**src/input_defs.svh**
```systemverilog
// Control-input constants
// Sizes for the event FIFO and the game clock-enable divider,
// plus the dip-switch setting handed to the game core.

`ifndef INPUT_DEFS_SVH
`define INPUT_DEFS_SVH

// ==================================================
// Event FIFO
// ==================================================
`define IN_FIFO_AW 3 // 8 entries

// ==================================================
// Game clock enable
// ==================================================
// One enable every 2**CE_DIV_BITS system clocks
`define CE_DIV_BITS 2

// ==================================================
// Dip switches
// ==================================================
`define DIPSW_DEFAULT 8'b0111_0011

`endif

```
**src/input_pkg.sv**
```systemverilog
// Control-input package
// Shared types for the keyboard capture, event FIFO and cabinet mapper.
// Scan codes follow PS/2 set 2, button ids index the mapper's state vector.

package input_pkg;

	// ==================================================
	// Recognised keyboard scan codes
	// ==================================================
	typedef enum logic [7:0] {
		sc_start1 = 8'h05, // F1
		sc_start2 = 8'h06, // F2
		sc_fire   = 8'h29, // Space
		sc_left   = 8'h6B,
		sc_down   = 8'h72,
		sc_right  = 8'h74,
		sc_up     = 8'h75,
		sc_coin   = 8'h76  // ESC
	} scan_code_e;

	// ==================================================
	// Cabinet buttons
	// ==================================================
	// Value doubles as the bit index in the mapper
	typedef enum logic [2:0] {
		btn_up     = 3'd0,
		btn_down   = 3'd1,
		btn_left   = 3'd2,
		btn_right  = 3'd3,
		btn_coin   = 3'd4,
		btn_start1 = 3'd5,
		btn_start2 = 3'd6,
		btn_fire   = 3'd7
	} btn_id_e;

	// Mapper FSM
	typedef enum logic {
		mst_idle  = 1'b0, // Waiting for the next clock enable
		mst_apply = 1'b1  // Enable cycle, one event may be applied
	} mapper_state_e;

endpackage

```
**src/arcade_input_top.sv**
```systemverilog
// Arcade control-input top level
// Keyboard capture feeds the event FIFO, the cabinet mapper drains it
// at the game clock-enable rate and drives the CPU input registers.

`timescale 1ns/10ps
`include "input_defs.svh"

module arcade_input_top (
	input  logic        clk_sys,
	input  logic        rst_n,
	input  logic [10:0] ps2_key,
	input  logic [7:0]  joystick_0,
	input  logic [7:0]  joystick_1,
	input  logic        rotate,
	output logic [7:0]  in0_reg,
	output logic [7:0]  in1_reg,
	output logic [7:0]  dipsw_reg,
	output logic        overflow
);
	import input_pkg::*;

	logic    push;
	logic    ev_pressed;
	btn_id_e ev_btn;
	logic    pop;
	logic    empty;
	logic    rd_pressed;
	btn_id_e rd_btn;

	assign dipsw_reg = `DIPSW_DEFAULT; // Read by the game core

	ps2_key_capture u_capture (
		.clk_sys    (clk_sys),
		.rst_n      (rst_n),
		.ps2_key    (ps2_key),
		.push       (push),
		.ev_pressed (ev_pressed),
		.ev_btn     (ev_btn)
	);

	key_event_fifo #(
		.ADDR_W (`IN_FIFO_AW)
	) u_fifo (
		.clk_sys    (clk_sys),
		.rst_n      (rst_n),
		.push       (push),
		.wr_pressed (ev_pressed),
		.wr_btn     (ev_btn),
		.pop        (pop),
		.empty      (empty),
		.rd_pressed (rd_pressed),
		.rd_btn     (rd_btn),
		.overflow   (overflow)
	);

	cabinet_input_mapper u_mapper (
		.clk_sys    (clk_sys),
		.rst_n      (rst_n),
		.empty      (empty),
		.rd_pressed (rd_pressed),
		.rd_btn     (rd_btn),
		.pop        (pop),
		.joystick_0 (joystick_0),
		.joystick_1 (joystick_1),
		.rotate     (rotate),
		.in0_reg    (in0_reg),
		.in1_reg    (in1_reg)
	);

endmodule

```
**src/cabinet_input_mapper.sv**
```systemverilog
// Cabinet input mapper
// Applies queued button events at the game clock-enable rate, keeps the
// button states, ORs in both joysticks, handles rotated controls and
// forms the two active-low input registers read by the game CPU.

`timescale 1ns/10ps
`include "input_defs.svh"

module cabinet_input_mapper (
	input  logic               clk_sys,
	input  logic               rst_n,
	input  logic               empty,
	input  logic               rd_pressed,
	input  input_pkg::btn_id_e rd_btn,
	output logic               pop,
	input  logic [7:0]         joystick_0, // Bits 5 to 7 are extra fire buttons
	input  logic [7:0]         joystick_1,
	input  logic               rotate,
	output logic [7:0]         in0_reg,
	output logic [7:0]         in1_reg
);
	import input_pkg::*;

	logic [`CE_DIV_BITS-1:0] ce_div;
	mapper_state_e           state_q;
	mapper_state_e           state_d;
	logic [7:0]              btn_q; // Indexed by btn_id_e

	logic j_right, j_left, j_down, j_up, j_fire;
	logic s_up, s_down, s_left, s_right;
	logic m_up, m_down, m_left, m_right, m_fire;

	// ==================================================
	// Clock enable and event FSM
	// ==================================================
	always_comb begin
		state_d = state_q;
		case (state_q)
			mst_idle:  if (ce_div == '1) state_d = mst_apply;
			mst_apply: state_d = mst_idle; // Enable lasts one cycle
			default:   state_d = mst_idle;
		endcase
	end

	// One event per enable
	assign pop = (state_q == mst_apply) && !empty;

	always_ff @(posedge clk_sys) begin
		if (!rst_n) begin
			ce_div <= '0;
			state_q <= mst_idle;
			btn_q <= '0; // All released
		end else begin
			ce_div <= ce_div + 1'b1;
			state_q <= state_d;
			if (pop) btn_q[rd_btn] <= rd_pressed;
		end
	end

	// ==================================================
	// Joystick merge and rotation
	// ==================================================
	assign j_right = joystick_0[0] | joystick_1[0];
	assign j_left  = joystick_0[1] | joystick_1[1];
	assign j_down  = joystick_0[2] | joystick_1[2];
	assign j_up    = joystick_0[3] | joystick_1[3];
	assign j_fire  = joystick_0[4] | joystick_1[4];

	// Upright sources
	assign s_up    = btn_q[btn_up] | j_up;
	assign s_down  = btn_q[btn_down] | j_down;
	assign s_left  = btn_q[btn_left] | j_left;
	assign s_right = btn_q[btn_right] | j_right;

	// Rotate low turns the controls a quarter turn
	assign m_up    = rotate ? s_up : s_left;
	assign m_down  = rotate ? s_down : s_right;
	assign m_left  = rotate ? s_left : s_down;
	assign m_right = rotate ? s_right : s_up;
	assign m_fire  = btn_q[btn_fire] | j_fire;

	// Active-low CPU input ports
	assign in0_reg = ~{2'b00, btn_q[btn_coin], 1'b0, m_down, m_right, m_left, m_up};
	assign in1_reg = ~{1'b0, btn_q[btn_start2], btn_q[btn_start1], m_fire, 4'b0000};

endmodule

```
**src/key_event_fifo.sv**
```systemverilog
// Button event FIFO
// First-word-fall-through circular buffer between the keyboard capture
// and the cabinet mapper. A push into a full buffer is lost and raises
// a sticky overflow flag that only reset clears.

`timescale 1ns/10ps
`include "input_defs.svh"

module key_event_fifo #(
	parameter int ADDR_W = `IN_FIFO_AW
) (
	input  logic               clk_sys,
	input  logic               rst_n,
	input  logic               push,
	input  logic               wr_pressed,
	input  input_pkg::btn_id_e wr_btn,
	input  logic               pop,
	output logic               empty,
	output logic               rd_pressed,
	output input_pkg::btn_id_e rd_btn,
	output logic               overflow
);
	import input_pkg::*;

	localparam int DEPTH = 1 << ADDR_W;

	logic        mem_pressed [DEPTH];
	btn_id_e     mem_btn     [DEPTH];
	logic [ADDR_W-1:0] wr_ptr;
	logic [ADDR_W-1:0] rd_ptr;
	logic [ADDR_W:0]   count;
	logic        full;
	logic        wr_en;
	logic        rd_en;

	assign full  = count == DEPTH[ADDR_W:0];
	assign empty = count == '0;
	assign wr_en = push && !full;
	assign rd_en = pop && !empty;

	// Head entry, valid while not empty
	assign rd_pressed = mem_pressed[rd_ptr];
	assign rd_btn     = mem_btn[rd_ptr];

	always_ff @(posedge clk_sys) begin
		if (wr_en) begin
			mem_pressed[wr_ptr] <= wr_pressed;
			mem_btn[wr_ptr] <= wr_btn;
		end
	end

	always_ff @(posedge clk_sys) begin
		if (!rst_n) begin
			wr_ptr <= '0;
			rd_ptr <= '0;
			count <= '0;
			overflow <= 1'b0;
		end else begin
			if (wr_en) wr_ptr <= wr_ptr + 1'b1;
			if (rd_en) rd_ptr <= rd_ptr + 1'b1;
			case ({wr_en, rd_en})
				2'b10:   count <= count + 1'b1;
				2'b01:   count <= count - 1'b1;
				default: count <= count; // Idle or push with pop
			endcase
			if (push && full) overflow <= 1'b1; // Keyboard cannot be stalled
		end
	end

endmodule

```
**src/ps2_key_capture.sv**
```systemverilog
// Keyboard event capture
// Watches the toggle bit of the host key word and, for each new event
// carrying a recognised scan code, emits one push strobe with the
// translated button id and its pressed state.

`timescale 1ns/10ps

module ps2_key_capture (
	input  logic               clk_sys,
	input  logic               rst_n,
	input  logic [10:0]        ps2_key, // {toggle, pressed, code}
	output logic               push,
	output logic               ev_pressed,
	output input_pkg::btn_id_e ev_btn
);
	import input_pkg::*;

	logic    toggle_q; // Toggle seen at the previous edge
	logic    new_event;
	logic    hit;
	btn_id_e btn_d;

	assign new_event = ps2_key[10] != toggle_q;

	// Scan code to button
	always_comb begin
		hit = 1'b1;
		btn_d = btn_up;
		case (scan_code_e'(ps2_key[7:0]))
			sc_up:     btn_d = btn_up;
			sc_down:   btn_d = btn_down;
			sc_left:   btn_d = btn_left;
			sc_right:  btn_d = btn_right;
			sc_coin:   btn_d = btn_coin;
			sc_start1: btn_d = btn_start1;
			sc_start2: btn_d = btn_start2;
			sc_fire:   btn_d = btn_fire;
			default:   hit = 1'b0; // Key not used by the game
		endcase
	end

	always_ff @(posedge clk_sys) begin
		if (!rst_n) begin
			toggle_q <= ps2_key[10]; // No phantom event on reset release
			push <= 1'b0;
		end else begin
			toggle_q <= ps2_key[10];
			push <= new_event && hit;
		end
	end

	// Payload
	always_ff @(posedge clk_sys) begin
		ev_pressed <= ps2_key[9];
		ev_btn <= btn_d;
	end

endmodule

```
**config.mk**
```make
export PLATFORM = sky130hd
export DESIGN_NAME = arcade_input_top
export DESIGN_NICKNAME = d
export VERILOG_FILES = /design/src/input_pkg.sv /design/src/arcade_input_top.sv /design/src/cabinet_input_mapper.sv /design/src/key_event_fifo.sv /design/src/ps2_key_capture.sv
export VERILOG_INCLUDE_DIRS = /design/src
export SDC_FILE = /design/constraint.sdc
export NUM_CORES = 1
export LEC_CHECK = 0
export BUFFER_PORTS_ARGS = -buffer_cell sky130_fd_sc_hd__buf_2
export CAP_MARGIN = 40
export CORE_ASPECT_RATIO = 1.5
export CORE_UTILIZATION = 50
export DETAILED_ROUTE_END_ITERATION = 8
export PLACE_DENSITY = 0.83
export SKIP_CTS_REPAIR_TIMING = 1
export SYNTH_ARGS = -nofsm -noshare
export SYNTH_HDL_FRONTEND = slang
export SYNTH_HIERARCHICAL = 1
export SYNTH_SLANG_ARGS = --single-unit
```
**constraint.sdc**
```tcl
create_clock -name clk_sys -period 2.8 [get_ports clk_sys]
set_input_delay 0.42 -clock clk_sys [delete_from_list [all_inputs] [get_ports clk_sys]]
set_output_delay 0.42 -clock clk_sys [all_outputs]
set_load 0.02 [all_outputs]
```
==> results.cfg <==
[critical_path]
arrival_ns = 2.84
ff2ff_path_depth = 11
crit_slowest_cell = dfxtp_1
worst_ep_required_time_ns = 3.06
path_cells = nor4_1 > nand2b_4 > inv_2 > o41a_1 > ha_1 > xor2_1 > ha_1 > a21oi_1 > xor2_1 > or3_1 > a21boi_0
critPathKind = reg2reg
reg2reg_to = u_fifo/count[2]$_SDFFE_PN0P_
worstSetupEndpointType = register
r2r-start = u_fifo/count[1]$_SDFFE_PN0P_
start_kind = register
rrSetupSlack_ns = 0.22
worst-path-max-fanout = 8
cp_slowest_stage_delay_ns = 0.38

[logic_synthesis]
ys_seq_area_share_pct = 53.5
ys_ff_latch = 63
synth_area_leader_cell = edfxtp_1
ys_top_cells_by_area = edfxtp_1 32%, dfxtp_1 21%, mux4_2 6.1%
syn_area_mm2 = 0.00296
avgSynthCellArea_um2 = 12.5
yosysWarnings = 6
synth_top_area_share_pct = 32.5
synth_cells = 237
synth.distinct_cells = 55

[timing]
min_period_ns = 2.58
rsz0062_at_grt = false
hold_viol_final = 0
holdWs_ns = 0.190
slew_violations = 0
fin_ws_ns = 0.221
fin_crit_sh_pct = 92.1
fmaxAchievable_mhz = 388
setup_viol = 0
clock_skew_ns = 0.00598
fin_tns_setup_ns = 0
worst_slew_pin_slew_ns = 0.647
relSlewSlack_pct = 56.5

[global_route]
grt_pass1_vias = 1649
use_met1_pct = 18.1
grt_overflow = 0
top_usage_layer = met2
grt_use_total_pct = 16.9
grt_first_pass_wirelength_mm = 7.67
antenna_found_initial = 0
grt_start_max_net_pins = 27
grt_use_met3_pct = 4.38
met2_usage_pct = 29.6

[cells_and_area]
finalNonFillerCells = 346
syn2layout_area_growth_pct = 13.1
diodes = 0
nFillCells = 459
final_common_cell = edfxtp_1
nets = 305
drive_gt1_share_pct = 27.4
layout_common_cells = 32 x edfxtp_1, 31 x buf_2, 31 x dfxtp_1

[floorplan]
placementRows = 34
start_util_pct = 51.5
io_pins = 55
core_mm2 = 0.00574
die_w_um = 64.8
die_h_um = 96.2
die_area_mm2 = 0.00623

[job]
max_cap_viol_count = 0

[route]
drcViolationCount = 0
vias = 1848
drt_iter0_markers = 68
via_per_inst = 5.34
wl_per_cell_um = 14.0
ant_nets = 0
first_pass_iters = 4
wirelength_mm = 4.83

[clock_tree]
root_buffer = clkbuf_8
clkSinkCount = 63
cts_tree = done
clk_latency_ns = 0.33
htreeDepth = 3
numCtsBuffers = 9
clockBufferDepth = 2
clkTransAtPathRegs_ns = 0.07

[run_status]
status = completed

[power]
power_leakage_nw = 1.26
vdd_drop_max_mv = 0.392
powerDensity_mw_per_mm2 = 621

[placement]
place_inst = 330
dpl.hpwl_mm = 3.35
dpl_worst_slack_ns = 0.228
io_buffer_count = 31
place_congestion = 0.747

[min_path]
min_from = ps2_key[9]
hold_class = in2reg
min_to = u_capture/ev_pressed$_DFF_P_
hold_depth = 1
-- how the worst max path moves through the flow --
stage	slack, ns	depth (start not counted)	end	start
finish	0.22	11	u_fifo/count[2]$_SDFFE_PN0P_	u_fifo/count[1]$_SDFFE_PN0P_
global route	0.007	11	u_fifo/count[2]$_SDFFE_PN0P_	u_fifo/count[1]$_SDFFE_PN0P_
CTS	0.21	11	u_fifo/count[2]$_SDFFE_PN0P_	u_fifo/count[1]$_SDFFE_PN0P_
detailed placement	0.23	11	u_fifo/count[2]$_SDFFE_PN0P_	u_fifo/count[1]$_SDFFE_PN0P_
global placement	0.29	11	u_fifo/count[2]$_SDFFE_PN0P_	u_fifo/count[1]$_SDFFE_PN0P_
floorplan	0.40	12	u_fifo/count[2]$_SDFFE_PN0P_	u_fifo/count[1]$_SDFFE_PN0P_
-- area by class of cell --
cell class / count / area [um2] / share of cell area (%)
clock buffer: 10 / 128 / 3.82
clock inverter: 6 / 133 / 3.97
inverter: 6 / 22.5 / 0.673
multi-input combinational: 157 / 1230 / 36.7
sequential: 63 / 1580 / 47.3
tap: 72 / 90.1 / 2.69
timing repair buffer: 32 / 163 / 4.86
-- Yosys cell counts, drive strengths merged --
cell type and number:
xor2 6, nand4 1, nand2 16, a211o 1, nand2b 6, nand3 6, mux2i 10, a31oi 1
and2 7, ha 6, conb 3, or2 1, o21a 1, o311ai 1, inv 6, or4b 1
clkbuf 3, nor3 11, and3 1, o22ai 1, o21ai 3, o41ai 1, or3 3, xnor2 4
nor4b 3, a21boi 2, a21oi 5, nor2 9, edfxtp 32, a32oi 1, dfxtp 31, nand3b 2
buf 21, o32ai 1, o32a 1, nor4bb 1, or3b 1, mux2 8, nor4 3, nand4b 2
mux4 8, o41a 1, nor3b 2, nor2b 3
-- kinds of logic (layout without fill, tap and decap cells) --
family | after synthesis | after routing | synth area share (%)
AO/OA/AOI/OAI | 20 | 20 | 4.99
other | 3 | 16 | 0.381
multiplexers | 26 | 26 | 12.5
AND/OR/NAND/NOR | 79 | 79 | 16.5
buffers and inverters | 30 | 54 | 6.68
adder cells (fa/ha/maj) | 6 | 6 | 2.54
XOR/XNOR | 10 | 10 | 2.96
flip-flops | 63 | 63 | 53.5
-- per-stage QoR --
stage	utilization (%)	power [mW]	instance area, um2
after detailed placement	53.7	1.08	3080
after global placement	53.7	1.08	3080
after global routing	58.2	2.15	3340
final	58.2	2.08	3340
after floorplan	-	1.07	3010
after CTS	58.2	2.09	3340
-- worst max-delay path: cells and delay by family, from the launching register on --
family	cells	cell delay, ns
simple gates	3	0.84
compound gates	3	0.48
fa+ha+maj	2	0.48
flops	1	0.38
xor+xnor	2	0.26
buf+inv	1	0.07
-- sequential cells by signal, summed over array words and instances (netlist names), named ones only --
signal                count
u_fifo/overflow           1
u_mapper/ce_div           2
u_capture/push            1
u_fifo/rd_ptr             3
u_fifo/mem_btn           24
u_mapper/btn_q            8
u_fifo/mem_pressed        8
u_capture/ev_pressed      1
u_fifo/count              4
u_capture/ev_btn          3
u_capture/toggle_q        1
u_mapper/state_q          1
u_fifo/wr_ptr             3
-- power breakdown --
| group | leakage, nW | switching, mW | internal [mW] | total (mW) |
|---|---|---|---|---|
| sequential | 0.550 | 0.00582 | 0.969 | 0.975 |
| combinational | 0.578 | 0.0565 | 0.0312 | 0.0877 |
| clock | 0.128 | 0.333 | 0.680 | 1.01 |
| total | 1.26 | 0.395 | 1.68 | 2.08 |
-- layer usage --
metal	up-vias	share of wire, %
li1	910	-
met3	8	4.2
met2	68	54
met1	862	39
met5	-	0
met4	0	2.7
No activity file was read; power rests on OpenSTA's default activity.
